File: src/common/lsu_pkg.sv
// Load/store unit shared definitions
// Widths, opcode fields, exception codes and the instruction word views
`default_nettype none

package lsu_pkg;

    // ------------------------------
    // Widths
    // ------------------------------
    localparam int XLEN   = 32;
    localparam int STRB_W = 4;
    localparam int EXC_W  = 6;

    // ------------------------------
    // Exception codes
    // ------------------------------
    localparam logic [EXC_W-1:0] EXC_NONE             = 6'h00;
    localparam logic [EXC_W-1:0] EXC_MISALIGNED_LOAD  = 6'h14;
    localparam logic [EXC_W-1:0] EXC_FAULT_LOAD       = 6'h15;
    localparam logic [EXC_W-1:0] EXC_MISALIGNED_STORE = 6'h16;
    localparam logic [EXC_W-1:0] EXC_FAULT_STORE      = 6'h17;

    // Major opcodes
    localparam logic [6:0] OPC_LOAD  = 7'b0000011;
    localparam logic [6:0] OPC_STORE = 7'b0100011;

    // Size and sign encodings in funct3
    localparam logic [2:0] F3_B  = 3'b000;
    localparam logic [2:0] F3_H  = 3'b001;
    localparam logic [2:0] F3_W  = 3'b010;
    localparam logic [2:0] F3_BU = 3'b100;
    localparam logic [2:0] F3_HU = 3'b101;

    // ------------------------------
    // Instruction word
    // ------------------------------
    typedef struct packed {
        logic [11:0] imm;
        logic [4:0]  rs1;
        logic [2:0]  funct3;
        logic [4:0]  rd;
        logic [6:0]  opcode;
    } rv_itype_t;

    typedef struct packed {
        logic [6:0]  imm_hi;
        logic [4:0]  rs2;
        logic [4:0]  rs1;
        logic [2:0]  funct3;
        logic [4:0]  imm_lo;
        logic [6:0]  opcode;
    } rv_stype_t;

    // Loads read the I view, stores the S view
    typedef union packed {
        rv_itype_t itype;
        rv_stype_t stype;
    } rv_inst_u;

endpackage

`default_nettype wire

File: src/common/lsu_req_if.sv
// Decoded access from address generation to the issue stage
`default_nettype none

interface lsu_req_if import lsu_pkg::*; ();

    logic [XLEN-1:0]   addr;
    logic [XLEN-1:0]   data;
    logic              rd;
    logic [STRB_W-1:0] wr;
    logic              misaligned;
    // Tag flags for the response
    logic              is_load;
    logic              is_byte;
    logic              is_half;
    logic              is_signed;

    modport source (
        output addr, data, rd, wr, misaligned, is_load, is_byte, is_half, is_signed
    );

    modport sink (
        input addr, data, rd, wr, misaligned, is_load, is_byte, is_half, is_signed
    );

endinterface

`default_nettype wire

File: src/common/lsu_tag_if.sv
// Per-access tags between issue, tag queue and writeback
`default_nettype none

interface lsu_tag_if import lsu_pkg::*; ();

    // Write side
    logic            push;
    logic [XLEN-1:0] push_addr;
    logic            push_load;
    logic            push_byte;
    logic            push_half;
    logic            push_signed;

    // Read side
    logic            pop;
    logic [XLEN-1:0] head_addr;
    logic            head_load;
    logic            head_byte;
    logic            head_half;
    logic            head_signed;

    modport issue (output push, push_addr, push_load, push_byte, push_half, push_signed);

    modport queue (
        input  push, push_addr, push_load, push_byte, push_half, push_signed, pop,
        output head_addr, head_load, head_byte, head_half, head_signed
    );

    modport writeback (output pop, input head_addr, head_load, head_byte, head_half, head_signed);

endinterface

`default_nettype wire

File: src/verilog/lsu_agen.sv
// Load/store address generation
// Decode, effective address, alignment check and store lane steering
`default_nettype none

module lsu_agen import lsu_pkg::*;
(
    input  logic            opcode_valid_i,
    input  rv_inst_u        opcode_i,
    input  logic [XLEN-1:0] ra_operand_i,
    input  logic [XLEN-1:0] rb_operand_i,
    lsu_req_if.source       req
);

    logic [2:0]        funct3;
    logic              is_load;
    logic              is_store;
    logic              size_b;
    logic              size_h;
    logic              size_w;
    logic [XLEN-1:0]   imm;
    logic [XLEN-1:0]   addr;
    logic              misaligned;
    logic [XLEN-1:0]   st_data;
    logic [STRB_W-1:0] st_wr;

    // ------------------------------
    // Decode
    // ------------------------------
    assign funct3 = opcode_i.itype.funct3;

    assign is_load  = opcode_valid_i && (opcode_i.itype.opcode == OPC_LOAD) &&
                      (funct3 inside {F3_B, F3_H, F3_W, F3_BU, F3_HU});
    assign is_store = opcode_valid_i && (opcode_i.stype.opcode == OPC_STORE) &&
                      (funct3 inside {F3_B, F3_H, F3_W});

    assign size_b = (funct3 == F3_B) || (funct3 == F3_BU);
    assign size_h = (funct3 == F3_H) || (funct3 == F3_HU);
    assign size_w = (funct3 == F3_W);

    // Immediate split differs between the two formats
    assign imm = is_load ? {{20{opcode_i.itype.imm[11]}}, opcode_i.itype.imm}
                         : {{20{opcode_i.stype.imm_hi[6]}}, opcode_i.stype.imm_hi,
                            opcode_i.stype.imm_lo};

    assign addr = ra_operand_i + imm;

    // Natural alignment only
    assign misaligned = (is_load || is_store) &&
                        ((size_w && (addr[1:0] != 2'b00)) || (size_h && addr[0]));

    // ------------------------------
    // Store lane steering
    // ------------------------------
    always_comb
    begin
        st_data = '0;
        st_wr   = '0;
        if (is_store && !misaligned)
        begin
            if (size_w)
            begin
                st_data = rb_operand_i;
                st_wr   = 4'b1111;
            end
            else if (size_h)
            begin
                st_data = {16'h0000, rb_operand_i[15:0]} << {addr[1], 4'b0000};
                st_wr   = 4'b0011 << {addr[1], 1'b0};
            end
            else
            begin
                st_data = {24'h000000, rb_operand_i[7:0]} << {addr[1:0], 3'b000};
                st_wr   = 4'b0001 << addr[1:0];
            end
        end
    end

    assign req.addr       = addr;
    assign req.data       = st_data;
    assign req.rd         = is_load && !misaligned;
    assign req.wr         = st_wr;
    assign req.misaligned = misaligned;
    assign req.is_load    = is_load;
    assign req.is_byte    = size_b;
    assign req.is_half    = size_h;
    assign req.is_signed  = (funct3 == F3_B) || (funct3 == F3_H);

endmodule

`default_nettype wire

File: src/verilog/lsu_issue.sv
// Load/store issue stage
// Holds the request on the memory port and tracks the single outstanding access
`default_nettype none

module lsu_issue import lsu_pkg::*;
(
    input  logic              clk_i,
    input  logic              rst_i,
    lsu_req_if.sink           req,
    input  logic              mem_accept_i,
    input  logic              mem_ack_i,
    input  logic              mem_error_i,
    output logic [XLEN-1:0]   mem_addr_o,
    output logic [XLEN-1:0]   mem_data_wr_o,
    output logic              mem_rd_o,
    output logic [STRB_W-1:0] mem_wr_o,
    output logic              stall_o,
    output logic              misalign_resp_o,
    lsu_tag_if.issue          tag
);

    // E1 control
    logic              rd_q;
    logic [STRB_W-1:0] wr_q;
    logic              misaligned_q;
    // E1 payload
    logic [XLEN-1:0]   addr_q;
    logic [XLEN-1:0]   data_q;
    logic              load_q;
    logic              byte_q;
    logic              half_q;
    logic              signed_q;

    logic              pending_q;
    logic              misalign_e2_q;

    logic              ack_ok;
    logic              ack_err;
    logic              delay;
    logic              req_active;
    logic              issue;
    logic              misalign_leave;
    logic              squash;

    assign ack_ok  = mem_ack_i & ~mem_error_i;
    assign ack_err = mem_ack_i & mem_error_i;

    // Late response holds back the next request
    assign delay = pending_q & ~ack_ok;

    assign mem_rd_o      = rd_q & ~delay;
    assign mem_wr_o      = wr_q & ~{STRB_W{delay}};
    assign mem_addr_o    = {addr_q[XLEN-1:2], 2'b00};
    assign mem_data_wr_o = data_q;

    assign req_active     = mem_rd_o | (|mem_wr_o);
    assign issue          = req_active & mem_accept_i;
    assign misalign_leave = misaligned_q & ~delay;
    assign squash         = ack_err | misalign_e2_q;

    assign stall_o = (req_active & ~mem_accept_i) | delay | misaligned_q;

    // ------------------------------
    // E1 request register
    // ------------------------------
    always_ff @(posedge clk_i or posedge rst_i)
    begin
        if (rst_i)
        begin
            rd_q         <= 1'b0;
            wr_q         <= '0;
            misaligned_q <= 1'b0;
        end
        else if (squash)
        begin
            // Exception on its way, drop the next access
            rd_q         <= 1'b0;
            wr_q         <= '0;
            misaligned_q <= 1'b0;
        end
        else if (!stall_o)
        begin
            rd_q         <= req.rd;
            wr_q         <= req.wr;
            misaligned_q <= req.misaligned;
        end
        else if (misalign_leave)
            misaligned_q <= 1'b0;
    end

    always_ff @(posedge clk_i)
    begin
        if (!stall_o)
        begin
            addr_q   <= req.addr;
            data_q   <= req.data;
            load_q   <= req.is_load;
            byte_q   <= req.is_byte;
            half_q   <= req.is_half;
            signed_q <= req.is_signed;
        end
    end

    // ------------------------------
    // Outstanding and dummy response
    // ------------------------------
    always_ff @(posedge clk_i or posedge rst_i)
    begin
        if (rst_i)
        begin
            pending_q     <= 1'b0;
            misalign_e2_q <= 1'b0;
        end
        else
        begin
            if (issue)
                pending_q <= 1'b1;
            else if (mem_ack_i)
                pending_q <= 1'b0;
            misalign_e2_q <= misalign_leave;
        end
    end

    assign misalign_resp_o = misalign_e2_q;

    assign tag.push        = issue | misalign_leave;
    assign tag.push_addr   = addr_q;
    assign tag.push_load   = load_q;
    assign tag.push_byte   = byte_q;
    assign tag.push_half   = half_q;
    assign tag.push_signed = signed_q;

    a_rd_wr_excl: assert property (@(posedge clk_i) disable iff (rst_i)
        !(rd_q && (|wr_q)))
        else $error("read and write strobes both set in E1");

    // Next issue waits for the ack of the previous one
    a_single_outstanding: assert property (@(posedge clk_i) disable iff (rst_i)
        issue |=> (!issue until mem_ack_i))
        else $error("second request issued while one is outstanding");

endmodule

`default_nettype wire

File: src/verilog/lsu_tag_fifo.sv
// Tag queue for accesses awaiting their response
`default_nettype none

module lsu_tag_fifo import lsu_pkg::*;
#(
    parameter int DEPTH = 2
)
(
    input  logic     clk_i,
    input  logic     rst_i,
    lsu_tag_if.queue tag
);

    localparam int PTR_W   = $clog2(DEPTH);
    localparam int CNT_W   = $clog2(DEPTH + 1);
    localparam int ENTRY_W = XLEN + 4;
    localparam logic [PTR_W-1:0] LAST = PTR_W'(DEPTH - 1);

    logic [ENTRY_W-1:0] entry_q [DEPTH];
    logic [PTR_W-1:0]   rd_ptr_q;
    logic [PTR_W-1:0]   wr_ptr_q;
    logic [CNT_W-1:0]   count_q;
    logic               accept;
    logic               valid;
    logic               do_push;
    logic               do_pop;

    assign accept  = (count_q != CNT_W'(DEPTH));
    assign valid   = (count_q != '0);
    assign do_push = tag.push & accept;
    assign do_pop  = tag.pop & valid;

    always_ff @(posedge clk_i or posedge rst_i)
    begin
        if (rst_i)
        begin
            rd_ptr_q <= '0;
            wr_ptr_q <= '0;
            count_q  <= '0;
        end
        else
        begin
            if (do_push)
                wr_ptr_q <= (wr_ptr_q == LAST) ? '0 : wr_ptr_q + 1'b1;
            if (do_pop)
                rd_ptr_q <= (rd_ptr_q == LAST) ? '0 : rd_ptr_q + 1'b1;
            if (do_push && !do_pop)
                count_q <= count_q + 1'b1;
            else if (!do_push && do_pop)
                count_q <= count_q - 1'b1;
        end
    end

    always_ff @(posedge clk_i)
    begin
        if (do_push)
            entry_q[wr_ptr_q] <= {tag.push_addr, tag.push_load, tag.push_byte,
                                  tag.push_half, tag.push_signed};
    end

    // Head visible in the same cycle
    assign {tag.head_addr, tag.head_load, tag.head_byte, tag.head_half, tag.head_signed} =
        entry_q[rd_ptr_q];

    a_no_push_full: assert property (@(posedge clk_i) disable iff (rst_i) tag.push |-> accept)
        else $error("tag pushed into a full queue");

    a_no_pop_empty: assert property (@(posedge clk_i) disable iff (rst_i) tag.pop |-> valid)
        else $error("response with no tag queued");

endmodule

`default_nettype wire

File: src/verilog/lsu_writeback.sv
// Load/store writeback
// Load data extraction, sign extension and exception encoding
`default_nettype none

module lsu_writeback import lsu_pkg::*;
(
    input  logic             mem_ack_i,
    input  logic             mem_error_i,
    input  logic [XLEN-1:0]  mem_data_rd_i,
    input  logic             misalign_resp_i,
    lsu_tag_if.writeback     tag,
    output logic             writeback_valid_o,
    output logic [XLEN-1:0]  writeback_value_o,
    output logic [EXC_W-1:0] writeback_exception_o
);

    logic        fault_bus;
    logic [7:0]  byte_sel;
    logic [15:0] half_sel;

    assign tag.pop           = mem_ack_i | misalign_resp_i;
    assign writeback_valid_o = mem_ack_i | misalign_resp_i;

    assign fault_bus = mem_ack_i & mem_error_i;

    // Lane picked by the low address bits of the tag
    assign byte_sel = mem_data_rd_i[{tag.head_addr[1:0], 3'b000} +: 8];
    assign half_sel = mem_data_rd_i[{tag.head_addr[1], 4'b0000} +: 16];

    always_comb
    begin
        writeback_value_o = '0;
        // Faulting address goes out on the value bus
        if (fault_bus || misalign_resp_i)
            writeback_value_o = tag.head_addr;
        else if (mem_ack_i && tag.head_load)
        begin
            if (tag.head_byte)
                writeback_value_o = {{24{tag.head_signed & byte_sel[7]}}, byte_sel};
            else if (tag.head_half)
                writeback_value_o = {{16{tag.head_signed & half_sel[15]}}, half_sel};
            else
                writeback_value_o = mem_data_rd_i;
        end
    end

    always_comb
    begin
        if (misalign_resp_i)
            writeback_exception_o = tag.head_load ? EXC_MISALIGNED_LOAD : EXC_MISALIGNED_STORE;
        else if (fault_bus)
            writeback_exception_o = tag.head_load ? EXC_FAULT_LOAD : EXC_FAULT_STORE;
        else
            writeback_exception_o = EXC_NONE;
    end

    // One response per cycle, otherwise a queued tag would be lost
    a_resp_exclusive: assert final (!(mem_ack_i && misalign_resp_i))
        else $error("memory ack in the same cycle as a misalignment response");

endmodule

`default_nettype wire

File: src/verilog/lsu_top.sv
// Load/store unit top level
// Address generation, issue, tag queue and writeback stages
`default_nettype none

module lsu_top import lsu_pkg::*;
#(
    parameter int DEPTH = 2
)
(
    input  logic              clk_i,
    input  logic              rst_i,
    // Core side
    input  logic              opcode_valid_i,
    input  logic [XLEN-1:0]   opcode_opcode_i,
    input  logic [XLEN-1:0]   opcode_ra_operand_i,
    input  logic [XLEN-1:0]   opcode_rb_operand_i,
    // Memory side
    output logic [XLEN-1:0]   mem_addr_o,
    output logic [XLEN-1:0]   mem_data_wr_o,
    output logic              mem_rd_o,
    output logic [STRB_W-1:0] mem_wr_o,
    input  logic              mem_accept_i,
    input  logic              mem_ack_i,
    input  logic              mem_error_i,
    input  logic [XLEN-1:0]   mem_data_rd_i,
    // Writeback
    output logic              writeback_valid_o,
    output logic [XLEN-1:0]   writeback_value_o,
    output logic [EXC_W-1:0]  writeback_exception_o,
    output logic              stall_o
);

    lsu_req_if req_bus ();
    lsu_tag_if tag_bus ();

    logic misalign_resp;

    lsu_agen u_agen (
        .opcode_valid_i (opcode_valid_i),
        .opcode_i       (opcode_opcode_i),
        .ra_operand_i   (opcode_ra_operand_i),
        .rb_operand_i   (opcode_rb_operand_i),
        .req            (req_bus.source)
    );

    lsu_issue u_issue (
        .clk_i           (clk_i),
        .rst_i           (rst_i),
        .req             (req_bus.sink),
        .mem_accept_i    (mem_accept_i),
        .mem_ack_i       (mem_ack_i),
        .mem_error_i     (mem_error_i),
        .mem_addr_o      (mem_addr_o),
        .mem_data_wr_o   (mem_data_wr_o),
        .mem_rd_o        (mem_rd_o),
        .mem_wr_o        (mem_wr_o),
        .stall_o         (stall_o),
        .misalign_resp_o (misalign_resp),
        .tag             (tag_bus.issue)
    );

    lsu_tag_fifo #(
        .DEPTH (DEPTH)
    ) u_tag_fifo (
        .clk_i (clk_i),
        .rst_i (rst_i),
        .tag   (tag_bus.queue)
    );

    lsu_writeback u_writeback (
        .mem_ack_i             (mem_ack_i),
        .mem_error_i           (mem_error_i),
        .mem_data_rd_i         (mem_data_rd_i),
        .misalign_resp_i       (misalign_resp),
        .tag                   (tag_bus.writeback),
        .writeback_valid_o     (writeback_valid_o),
        .writeback_value_o     (writeback_value_o),
        .writeback_exception_o (writeback_exception_o)
    );

endmodule

`default_nettype wire

File: config.mk
export PLATFORM = sky130hd
export DESIGN_NAME = lsu_top
export DESIGN_NICKNAME = d
export VERILOG_FILES = /design/src/common/lsu_pkg.sv /design/src/common/lsu_req_if.sv /design/src/common/lsu_tag_if.sv /design/src/verilog/lsu_agen.sv /design/src/verilog/lsu_issue.sv /design/src/verilog/lsu_tag_fifo.sv /design/src/verilog/lsu_writeback.sv /design/src/verilog/lsu_top.sv
export SDC_FILE = /design/constraint.sdc
export NUM_CORES = 1
export LEC_CHECK = 0
export ABC_AREA = 0
export BUFFER_PORTS_ARGS = -buffer_cell sky130_fd_sc_hd__buf_2
export CAP_MARGIN = 0
export CORE_ASPECT_RATIO = 0.8
export CORE_MARGIN = 2
export CORE_UTILIZATION = 30
export CTS_BUF_LIST = sky130_fd_sc_hd__clkbuf_8
export CTS_CLUSTER_SIZE = 12
export DETAILED_ROUTE_END_ITERATION = 6
export GPL_TIMING_DRIVEN = 1
export SYNTH_ARGS = -nofsm -noshare
export SYNTH_HDL_FRONTEND = slang
export SYNTH_SLANG_ARGS = --single-unit
File: constraint.sdc
create_clock -name clk_i -period 7.2 [get_ports clk_i]
set_clock_uncertainty 0.1 [all_clocks]
set_input_delay 0 -clock clk_i [delete_from_list [all_inputs] [get_ports clk_i]]
set_output_delay 0 -clock clk_i [all_outputs]
set_load 0.02 [all_outputs]
Word level (Yosys, flattened, before mapping)
Memory sizes are Yosys's and may differ from the RTL's.
Cells that the tools add are included.
{"block": "op_classes", "addsub": 5, "eq_ne": 9, "shifts": 6, "muxes": 29, "n_bitwise": 23, "reduce_logical": 29}
{"cell": "$mux 32", "count": 6}
{"cell": "$add 32x32->32", "count": 1}
{"cell": "$shiftx 32x6->16", "count": 1}
{"cell": "$shiftx 32x6->8", "count": 1}
{"cell": "$shl 16x5->32", "count": 1}
{"cell": "$shl 8x5->32", "count": 1}
{"cell": "$mux 4", "count": 5}
{"cell": "$logic_and 1x1->1", "count": 12}
{"cell": "$mux 6", "count": 2}
{"cell": "$and 1x1->1", "count": 11}
{"cell": "$mux 1", "count": 11}
{"cell": "$mux 2", "count": 4}
{"cell": "$reduce_bool 2->1", "count": 4}
{"cell": "$eq 7x2->1 const B", "count": 1}
{"cell": "$eq 7x6->1 const B", "count": 1}
{"cell": "$eq 3x3->1 const B", "count": 2}
{"cell": "$logic_or 1x1->1", "count": 6}
{"cell": "$or 1x1->1", "count": 6}
{"cell": "$mux 5", "count": 1}
{"cell": "$reduce_bool 5->1", "count": 1}
{"cell": "$and 4x4->4", "count": 1}
{"cell": "$not 1->1", "count": 4}
{"cell": "$not 4->4", "count": 1}
{"cell": "$reduce_or 4->1", "count": 1}
{"cell": "other kinds (13)", "count": 16}
{"block": "word_totals", "regBits": 80, "ramBits": 72, "output_inout_bits": 109, "memories": 1}
{"memory": "u_tag_fifo.entry_q", "words": 2, "word_bits": 36, "read_ports": 1, "rd_clocked_by_memory_dff": 0, "write_ports": 1, "line": "lsu_tag_fifo.sv:19", "source": "logic [ENTRY_W-1:0] entry_q [DEPTH];"}

Logic depth before layout (Yosys ltp)
Gate-level depths: netlist (run 1).
{"block": "depth", "word_depth": 15, "ltp_mapped": 15}

Hierarchy
Synthesis (run 1) repeated with hierarchy kept, for this count alone.
{"block": "unflattened", "hier_cells": 852, "area_unflattened_um2": 9539.1}
{"mod": "lsu_tag_fifo", "n_inst": 1, "cells_each": 131, "area_per_inst_um2": 2944.1, "seq_area_each_um2": 2262.2}
{"mod": "lsu_issue", "n_inst": 1, "cells_each": 154, "area_per_inst_um2": 2737.6, "seq_area_each_um2": 2242.2}
{"mod": "lsu_agen", "n_inst": 1, "cells_each": 393, "area_per_inst_um2": 2630.0, "seq_area_each_um2": 0.0}
{"mod": "lsu_writeback", "n_inst": 1, "cells_each": 174, "area_per_inst_um2": 1227.4, "seq_area_each_um2": 0.0}

Worst setup path after synthesis (run 1)
Ideal clock, no wire load.
{"block": "synth_path", "kind": "input to register", "startpoint": "in opcode_opcode_i[2]", "endpoint": "reg u_issue.addr_q[26] (netlist: u_issue.tag.push_addr[26]), data pin", "t_arrival_ns": 3.379, "path_slack_ns": 3.454, "path_stages": 15, "cell_sequence": "or4b_4 > nor3_4 > nand2_1 > nor2_2 > mux2_2 > ha_1 > fa_1 > a21o_1 > a221o_1 > o21ai_2 > a21oi_2 > o22ai_4 > o21ai_2 > nor4b_1 > a211oi_1"}
{"block": "synth_between", "elab_chain_cells": 5}
{"item": "from (decl)", "line": "lsu_top.sv:14", "source": "input logic [XLEN-1:0] opcode_opcode_i,"}
{"item": "$eq 7x2->1", "line": "lsu_agen.sv:31", "source": "assign is_load = opcode_valid_i && (opcode_i.itype.opcode == OPC_LOAD) &&"}
{"item": "$logic_and 1x1->1 (2 in a row)", "line": "lsu_agen.sv:31"}
{"item": "via req_bus.is_load", "line": "lsu_req_if.sv:12", "source": "logic is_load;"}
{"item": "$mux 5", "line": "lsu_agen.sv:41", "source": "assign imm = is_load ? {{20{opcode_i.itype.imm[11]}}, opcode_i.itype.imm}"}
{"item": "$add 32x32->32", "line": "lsu_agen.sv:45", "source": "assign addr = ra_operand_i + imm;"}
{"item": "via req_bus.addr[26]", "line": "lsu_req_if.sv:6", "source": "logic [XLEN-1:0] addr;"}
{"item": "to (signal assigned)", "line": "lsu_issue.sv:95", "source": "addr_q <= req.addr;"}
{"item": "to (decl)", "line": "lsu_issue.sv:27", "source": "logic [XLEN-1:0] addr_q;"}
The timed path passes the listed nets, and every way through them passes these cells.
A chain may end at the register's enable or synchronous reset.

Worst setup path in the final report (run 1)
{"block": "layout_path", "startpoint": "in opcode_opcode_i[3]", "endpoint": "reg u_issue.data_q[20] (netlist: u_issue.mem_data_wr_o[20]), data pin"}
{"block": "layout_between", "elab_chain_cells": 11, "word_cells_on_any_way": 20, "classes_between": "1 x add/sub; 2 x eq/ne; 2 x shift; 3 x mux; 12 x reduce/logical"}
{"item": "$eq 7x2->1 *", "line": "lsu_agen.sv:31"}
{"item": "$logic_and 1x1->1 * (2 in a row)", "line": "lsu_agen.sv:31"}
{"item": "via req_bus.is_load", "line": "lsu_req_if.sv:12"}
{"item": "$mux 5 *", "line": "lsu_agen.sv:41"}
{"item": "$add 32x32->32 *", "line": "lsu_agen.sv:45"}
{"item": "via req_bus.addr[1]", "line": "lsu_req_if.sv:6"}
{"item": "parallel branches: the longest is 6 deep, another holds $shl 16x5->32"}
{"item": "to (signal assigned)", "line": "lsu_issue.sv:96", "source": "data_q <= req.data;"}
{"item": "to (decl)", "line": "lsu_issue.sv:28", "source": "logic [XLEN-1:0] data_q;"}
Mark *: on every way through the listed nets, which the timed path passes.

==> results.md, run 1 <==
* Status: finished clean
* Post-synthesis cell type count at 66
* Placer Congestion at 0.892
* Top-count cell post-synth: edfxtp_1
* Syn_area_per_cell at 11.4 sq um
* Placed insts at 1302
* Syn Inst Count at 758
* Vias in the first global route at 6752
* Worst-path clk slew at 0.09 ns
* Antenna Nets Post-Route at 0
* Crit path from: opcode_opcode_i[3]
* DRC Markers at 0
* CTS tree: done
* Maxcap violations at 0
* Max Freq at 207 MHz
* Input/output buffers at 233
* Initial antenna violation count at 2
* Pwr dens at 230 mW/mm^2
* Max VDD drop at 0.000159 V
* Reg2reg start: u_issue.wr_q[0]$_DFFE_PP0P_
* Sequential area share after synthesis at 0.520
* Critical path class: in -> reg
* Area leader, netlist: edfxtp_1
* Worst-Skew Late Latency at 0.45 ns
* Synth warn at 0
* Synth area leaders: edfxtp_1, mux2i_1, ha_1
* EDFF count, synth at 140
* Post-CTS resize count at 0
* H-tree Lvls at 4
* Die H at 156 um
* Core area at 0.0284 sq mm
* Wirelength per Cell at 18.4 um
* Area occupied by multi-input gates at 0.00372 sq mm
* Synth Cell Area at 0.00866 sq mm
* CP required at 7.39 ns
* Worst Path Max Fanout at 11
* Die area at 0.0303 sq mm
* DR iter-0 viols at 464
* Final setup viols at 0
* GRT overflow at 0
* Yosys top cell area share at 0.485
* First-pass GRT wire length at 38700 um
* CP endpoint kind: register
* Starting Density at 0.306
* Register area at 0.00451 sq mm
* All-layer global routing usage at 0.166
* Final Hold Vio Count at 0
* Critical Path AT at 5.02 ns
* Fill count at 2826
* HP Class: in -> reg
* Detailed Route WL at 25900 um
* DP HPWL at 19200 um
* Routed vias at 7032
* Unrepaired setup endpoints after global routing: false
* Slew @ Worst Pin at 1.29 ns
* Static leakage at 4.61 nW
* CTS Sinks at 152
* Layout Cells excl Fill at 1409
* Fin nets at 1191
* Final Critical Period at 4.83 ns
* Synthesis-to-finish area growth at 27.9%
* CTS Buffer Depth at 2
* Synth cell count leaders: edfxtp_1, nor2_1, o21ai_0
* Critical Path Source Type: input port
* Asr flop ratio synth at 0.0789
* CTS Hold Buffers Added at 73
* Setup tns final at 0 ns
* Root buf cell: clkbuf_8
* Design Power at 2.55 mW
* Ports at 243
* First-pass iteration count of the detailed router at 5
* Vias/cell at 4.99
* Die width at 194 um
* Row Count at 55
* Pins Over Slew Limit at 0
* Layout cell share with drive strength beyond 1 at 0.305
* Period utilisation layout at 0.671
* Reg2reg setup slack at 4.01 ns
* Count of state elements after synthesis at 152
* Largest net degree at the start of global routing at 41
* CTS Buf Count at 17
* Rel. slew slack at 0.133
* Main synth FF type: edfxtp_1
* # Post-CTS Setup Buffers at 0
* Hold Crit Start: opcode_opcode_i[6]
## state kept, by name, summed over array words and instances, names as in the netlist, 2 cells and up
register and count:
u_tag_fifo.entry_q 72, u_issue.mem_data_wr_o 32, u_issue.tag.push_addr 32, u_issue.wr_q 4, u_tag_fifo.count_q 2
## worst max-delay path, cell delays in order
cell	delay (ns)
dlygate4sd3_1	0.54
buf_2	0.14
nor3_4	0.23
dlygate4sd3_1	0.61
nand2_1	0.09
nor2_2	0.36
mux2_2	0.39
ha_1	0.21
fa_1	0.72
o21ai_0	0.25
nor2_1	0.61
a22oi_1	0.14
dlygate4sd3_1	0.60
nor2_1	0.11
## cells by family (layout without fill, tap and decap cells)
family,count (synthesis),in the layout,share of synthesized area
AOI/OAI and AO/OA,200,200,0.146
and+or+nand+nor,190,190,0.104
DFF,152,152,0.520
buffers and inverters,81,357,0.0545
muxes,65,65,0.0900
xor gates and xnor gates,36,36,0.0364
adders and majority gates,33,33,0.0485
other,1,6,0.000433
## cell type report
type,instances,area share
clock buffers,17,0.0211
clock inverters,15,0.0143
repair buffers,313,0.176
multi-input cells,528,0.336
well taps,370,0.0418
flip-flops and latches,152,0.407
inverters,12,0.00406
diodes,2,0.000452
## where the power goes
part           total [mW]  internal [mW]  switching, mW  leakage (nW)
clock               0.649          0.286          0.362         0.188
sequential           1.10           1.05         0.0592          1.59
combinational       0.800          0.326          0.475          2.84
## layout by cell type, fill, tap and decap left out, types with 4 or more instances in the layout
cell type,netlist,final
nand2b_1,5,5
nand3_1,4,4
conb_1,1,4
clkbuf_8,0,17
and2_1,16,16
o22ai_1,8,8
o21a_1,4,4
inv_1,12,11
inv_6,0,4
xnor2_1,23,23
buf_2,8,233
a22oi_1,16,16
mux2_2,15,15
buf_4,36,7
o21ai_2,4,4
o21bai_1,5,5
a21oi_1,52,51
nor3_1,4,4
mux4_1,5,5
dfrtp_1,12,11
xor2_1,13,13
nor2_1,80,80
ha_1,32,32
o21ai_0,67,67
a21o_1,8,8
mux2i_1,42,42
clkinvlp_4,0,4
a211oi_1,7,7
nand4_1,7,7
edfxtp_1,140,140
a222oi_1,8,8
nand2_1,44,44
nor2b_1,8,7
dlygate4sd3_1,0,73
## through the flow
| step | utilization | instance area, sq um | hold WS (ns) | setup WS (ns) |
|---|---|---|---|---|
| after global routing | 0.391 | 11100 | 0.0193 | 2.15 |
| after global placement | 0.351 | 9950 | -0.0609 | 2.81 |
| after detailed placement | 0.351 | 9950 | -0.0616 | 2.80 |
| after floorplan | - | 8670 | -0.235 | 3.45 |
| after CTS | 0.391 | 11100 | 0.00424 | 2.58 |
| final | 0.391 | 11100 | 0.0327 | 2.37 |
## path summary, 6_finish.rpt
path                                                            to  depth (start not counted)
min in group asynchronous        u_tag_fifo.count_q[1]$_DFFE_PP0P_                          4
max in group asynchronous          u_tag_fifo.rd_ptr_q$_DFFE_PP0P_                          4
min                                    u_issue.wr_q[3]$_DFFE_PP0P_                          7
max                        u_issue.mem_data_wr_o[20]$_SDFFCE_PN0P_                         14
max reg2reg                       u_issue.misaligned_q$_DFFE_PP0P_                         10
min reg2reg                    u_tag_fifo.entry_q[0][18]$_DFFE_PP_                          0
## routing by layer
layer,wire (um),up-vias,GRT usage
met5,0,-,0
met4,530,0,0.0519
met3,1400,46,0.0322
met2,11600,265,0.257
met1,12300,3383,0.235
li1,-,3338,-
No activity file was read; power rests on OpenSTA's default activity.
==> run 2: changes to the inputs <==
==> constraint.sdc (replaced) <==
create_clock -name clk_i -period 4.93 [get_ports clk_i]
set_clock_uncertainty 0.1 [all_clocks]
set_input_delay 0 -clock clk_i [delete_from_list [all_inputs] [get_ports clk_i]]
set_output_delay 0 -clock clk_i [all_outputs]
set_load 0.02 [all_outputs]
==> run 2 against run 1 <==
The flow now finishes with violations (DRC). Cell area increased by 0.96%. First-iteration DRC count increased by 15%. Utilization increased by 0.38 points. Global-route usage increased by 0.22 points. Combinational power increased by 41%. Critical endpoint is now u_issue.tag.push_addr[16]$_DFFE_PP_. Largest power group unchanged.
==> results.md, run 2 (same netlist as run 1, synthesis figures left out) <==
* Pwr dens at 337 mW/mm^2
* R2r endpoint: u_issue.misaligned_q$_DFFE_PP0P_
* First-pass iteration count of the detailed router at 7
* Initial antenna violation count at 2
* Critical Path Source Type: input port
* All-layer global routing usage at 0.168
* Root buf cell: clkbuf_8
* CTS tree: done
* Pre-CTS WS at 0.616 ns
* Layout cell share with drive strength beyond 1 at 0.306
* Period utilisation layout at 0.957
* Vias/cell at 5.02
* Antenna Nets Post-Route at 0
* Core area at 0.0284 sq mm
* Vias in the first global route at 6780
* DR iter-0 viols at 535
* Reg2reg start: u_issue.wr_q[0]$_DFFE_PP0P_
* Final core utilization at 0.395
* Unrepaired setup endpoints after global routing: false
* Reg2reg setup slack at 1.95 ns
* Critical Path AT at 4.84 ns
* Combinational power share at 0.300
* CTS Buf Count at 17
* Slew @ Worst Pin at 1.07 ns
* Status: finished with violations
* Clock network power share at 0.260
* Most flop-heavy register: u_tag_fifo.entry_q
* Sequential Power Share at 0.440
* H-tree Lvls at 4
* CTS Sinks at 152
* First-pass GRT wire length at 38900 um
* Input/output buffers at 233
* Final Hold Vio Count at 0
* Placer Congestion at 0.886
* Most common cell after layout, fill and taps aside: buf_2
* Worst Path Max Fanout at 6
* Die area at 0.0303 sq mm
* Row Count at 55
* CP endpoint kind: register
* CP required at 5.05 ns
* Int Power at 2.40 mW
* Worst reg2reg path depth at 9
* Ports at 243
* Hold Crit Start: opcode_ra_operand_i[3]
* Pins Over Slew Limit at 0
* Critical Path End: u_issue.tag.push_addr[16]$_DFFE_PP_
* Critical path class: in -> reg
* Largest net degree at the start of global routing at 46
* DP HPWL at 19500 um
* Wirelength per Cell at 18.7 um
* CTS Buffer Depth at 2
* Detailed Route WL at 26500 um
* Max reg flops at 72
* Rel. slew slack at 0.288
* Maxcap violations at 0
* Commonest cells after routing, fill and taps aside: buf_2, edfxtp_1, nor2_1, dlygate4sd3_1, o21ai_0
* HP Class: in -> reg
* Failing checks: DRC
* Worst setup margin at 0.212 ns
* Static leakage at 4.67 nW
* Worst-path clk slew at 0.11 ns
* GRT overflow at 0
* Die width at 194 um
* Final Critical Period at 4.72 ns
* Die H at 156 um
* DRC Markers at 1
* Final setup viols at 0
* Setup tns final at 0 ns
* Max Freq at 212 MHz
* Routed vias at 7120
* Sw power at 1.37 mW
* Fin nets at 1200
* Starting Density at 0.306
* Crit path from: opcode_opcode_i[3]
* Synthesis-to-finish area growth at 29.2%
* Sw Ratio at 0.364
* Max VDD drop at 0.000142 V
* Worst-Skew Late Latency at 0.46 ns
[run 2: power by group through the flow]
stage	logic, mW	clock network (mW)	registers, mW
floorplan	0.859	0	1.59
global placement	1.06	0	1.69
detailed placement	1.06	0	1.69
CTS	1.13	1.01	1.66
global route	1.22	1.06	1.68
finish	1.13	0.981	1.66
[run 2: worst max-delay path, stage by stage]
cell,delay [ns]
dlygate4sd3_1,0.54
buf_2,0.14
nor3_4,0.17
dlygate4sd3_1,0.63
nand2_1,0.12
nor2_4,0.20
mux2_2,0.36
ha_1,0.20
fa_1,0.40
a21o_1,0.21
a221o_1,0.39
o21ai_4,0.21
o21ai_2,0.10
a31oi_2,0.26
o21bai_1,0.09
a21oi_1,0.17
xnor2_1,0.08
dlygate4sd3_1,0.57
[run 2: area by class of cell]
cell class	instances	area (sq um)
fill	2763	17200
sequential	152	4510
multi-input combinational	528	3730
timing repair buffer	322	2030
tap	370	463
clock buffer	17	234
clock inverter	15	175
inverter	12	45.0
antenna	1	2.50
[run 2: repair_timing]
item | in CTS | in global routing
gates resized for setup | 0 | 2
setup buffers | 0 | 0
endpoints found under the setup margin | 0 | 1
hold buffers | 78 | 0
endpoints found under the hold margin | 72 | 0
[run 2: metrics by stage]
stage / hold WS, ns / power (mW) / cells / cell area (sq um)
2_1_floorplan: -0.235 / 2.45 / 761 / 8670
6_report: 0.0276 / 3.77 / 1417 / 11200
5_1_grt: 0.0155 / 3.96 / 1417 / 11200
4_1_cts: 0.00214 / 3.80 / 1416 / 11200
3_5_place_dp: -0.0532 / 2.76 / 1306 / 9980
3_3_place_gp: -0.0640 / 2.75 / 1306 / 9980
[run 2: how the worst min path moves through the flow]
stage / slack (ns) / end / depth (start not counted)
2_1_floorplan: -0.24 / u_issue.misalign_resp_o$_DFF_PP0_ / 1
3_3_place_gp: -0.06 / u_issue.misalign_resp_o$_DFF_PP0_ / 2
3_5_place_dp: -0.05 / u_issue.misalign_resp_o$_DFF_PP0_ / 2
4_1_cts: 0.002 / u_issue.tag.push_addr[3]$_DFFE_PP_ / 3
5_1_grt: 0.02 / u_issue.tag.push_addr[9]$_DFFE_PP_ / 3
6_report: 0.03 / u_issue.tag.push_addr[3]$_DFFE_PP_ / 3
[run 2: per-layer routing]
layer	routed length, um	share of wire	global-route usage
met5	13	0.00049	0
met4	733	0.028	0.0631
met3	1460	0.055	0.0329
met2	11800	0.45	0.255
met1	12400	0.47	0.238
==> run 3: changes to the inputs <==
==> constraint.sdc (replaced) <==
create_clock -name clk_i -period 5.05 [get_ports clk_i]
set_clock_uncertainty 0.1 [all_clocks]
set_input_delay 0 -clock clk_i [delete_from_list [all_inputs] [get_ports clk_i]]
set_output_delay 0 -clock clk_i [all_outputs]
set_load 0.02 [all_outputs]
==> run 3 against run 2 <==
Non-clock buffer count shrank 4. Cell area decreased by 0.55%. The run now ends clean. Largest power group unchanged. Register-to-register slack improved by 0.25 ns. Total power down 3.2%. Global-route usage down 0.49 points. Combinational power is 4% lower. Highest routed layer is now met4. Worst setup slack gained 0.18 ns. Sequential cell count unchanged.
==> results.md, run 3 (same netlist as run 1, synthesis figures left out) <==
* CTS Hold Buffers Added at 74
* First-pass GRT wire length at 37900 um
* Worst Path Max Fanout at 8
* Input/output buffers at 233
* Most common cell after layout, fill and taps aside: buf_2
* Max reg flops at 72
* Final Critical Period at 4.66 ns
* Status: finished clean
* DP HPWL at 19100 um
* Critical Path AT at 4.77 ns
* Die H at 156 um
* Ports at 243
* Slew @ Worst Pin at 1.12 ns
* Design Power at 3.65 mW
* Final Hold Vio Count at 0
* # Post-CTS Setup Buffers at 0
* Detailed Route WL at 25900 um
* Static leakage at 4.64 nW
* Fin nets at 1196
* Antenna Nets Post-Route at 0
* Unrepaired setup endpoints after global routing: false
* Pwr dens at 328 mW/mm^2
* Rel. slew slack at 0.253
* HP Class: in -> async
* Hold slack at 0.0332 ns
* Initial antenna violation count at 2
* CTS Buf Count at 17
* Synthesis-to-finish area growth at 28.5%
* Layout cell share with drive strength beyond 1 at 0.306
* Critical path class: in -> reg
* Wirelength per Cell at 18.3 um
* All-layer global routing usage at 0.163
* Worst reg2reg path depth at 9
* Vias in the first global route at 6558
* Worst-path clk slew at 0.10 ns
* Routed vias at 7056
* Vias/cell at 4.99
* Largest net degree at the start of global routing at 41
* Final setup viols at 0
* Max Freq at 215 MHz
* Fill count at 2804
* Root buf cell: clkbuf_8
* Commonest cells after routing, fill and taps aside: buf_2, edfxtp_1, nor2_1, dlygate4sd3_1, o21ai_0
* Post-CTS resize count at 0
* Row Count at 55
* Max VDD drop at 0.000160 V
* Most flop-heavy register: u_tag_fifo.entry_q
* Die width at 194 um
* GRT overflow at 0
* CTS tree: done
* Pins Over Slew Limit at 0
* Placer Congestion at 0.904
* H-tree Lvls at 4
* CTS Buffer Depth at 2
* CP endpoint kind: register
* Critical Path Source Type: input port
* Worst-Skew Late Latency at 0.44 ns
* DRC Markers at 0
* CP required at 5.16 ns
* Die area at 0.0303 sq mm
* Core area at 0.0284 sq mm
* First-pass iteration count of the detailed router at 7
* Starting Density at 0.306
* CTS Sinks at 152
* Setup tns final at 0 ns
* Maxcap violations at 0
* Period utilisation layout at 0.922
* DR iter-0 viols at 603
[run 3: critical path: stages]
cell and delay [ns]:
dlygate4sd3_1 0.53, buf_2 0.18, or3b_2 0.52, nand2_1 0.09, nand2_1 0.07, nor2_2 0.30
mux2_2 0.38, ha_1 0.21, fa_1 0.40, a21o_1 0.21, a221o_1 0.38, o21ai_2 0.26
o21ai_2 0.11, a31oi_2 0.24, o21bai_1 0.08, a21oi_1 0.17, xnor2_1 0.08, dlygate4sd3_1 0.55
[run 3: through the flow]
stage	area, sq um	cells	utilization	setup WS, ns
detailed placement	9980	1306	0.352	0.723
global route	11100	1414	0.392	0.154
CTS	11100	1412	0.392	0.413
floorplan	8670	761	-	1.30
global placement	9980	1306	0.352	0.807
finish	11100	1415	0.392	0.392
[run 3: final timing paths]
kind / from / to / slack [ns]
worst max-delay path: opcode_opcode_i[13] / u_issue.tag.push_addr[16]$_DFFE_PP_ / 0.39
worst min-delay path: rst_i / u_tag_fifo.count_q[1]$_DFFE_PP0P_ / 0.03
worst max register to register: u_issue.wr_q[0]$_DFFE_PP0P_ / u_issue.misaligned_q$_DFFE_PP0P_ / 2.20
worst min register to register: u_issue.tag.push_signed$_DFFE_PP_ / u_tag_fifo.entry_q[1][0]$_DFFE_PP_ / 0.35
max in group asynchronous: rst_i / u_tag_fifo.rd_ptr_q$_DFFE_PP0P_ / 4.45
min in group clk_i: opcode_ra_operand_i[7] / u_issue.tag.push_addr[7]$_DFFE_PP_ / 0.04
[run 3: final cells by class]
cell class / count / area [sq um] / area share
Multi-Input combinational cell: 528 / 3720 / 0.334
Sequential cell: 152 / 4510 / 0.405
Tap cell: 370 / 463 / 0.0416
Clock buffer: 17 / 234 / 0.0210
Clock inverter: 15 / 161 / 0.0145
Antenna cell: 3 / 7.51 / 0.000675
Inverter: 12 / 45.0 / 0.00405
Timing Repair Buffer: 318 / 1990 / 0.179
[run 3: layer usage]
metal | track usage | routed length (um) | up-vias
li1 | - | - | 3342
met3 | 0.0296 | 1660 | 38
met4 | 0.0527 | 452 | 0
met1 | 0.234 | 12000 | 3374
met2 | 0.249 | 11800 | 302
met5 | 0 | 0 | -
[run 3: where the power goes]
| group | leakage, nW | internal, mW | switching [mW] | total [mW] |
|---|---|---|---|---|
| combinational | 2.86 | 0.468 | 0.620 | 1.09 |
| clock | 0.198 | 0.411 | 0.525 | 0.936 |
| sequential | 1.59 | 1.49 | 0.135 | 1.63 |
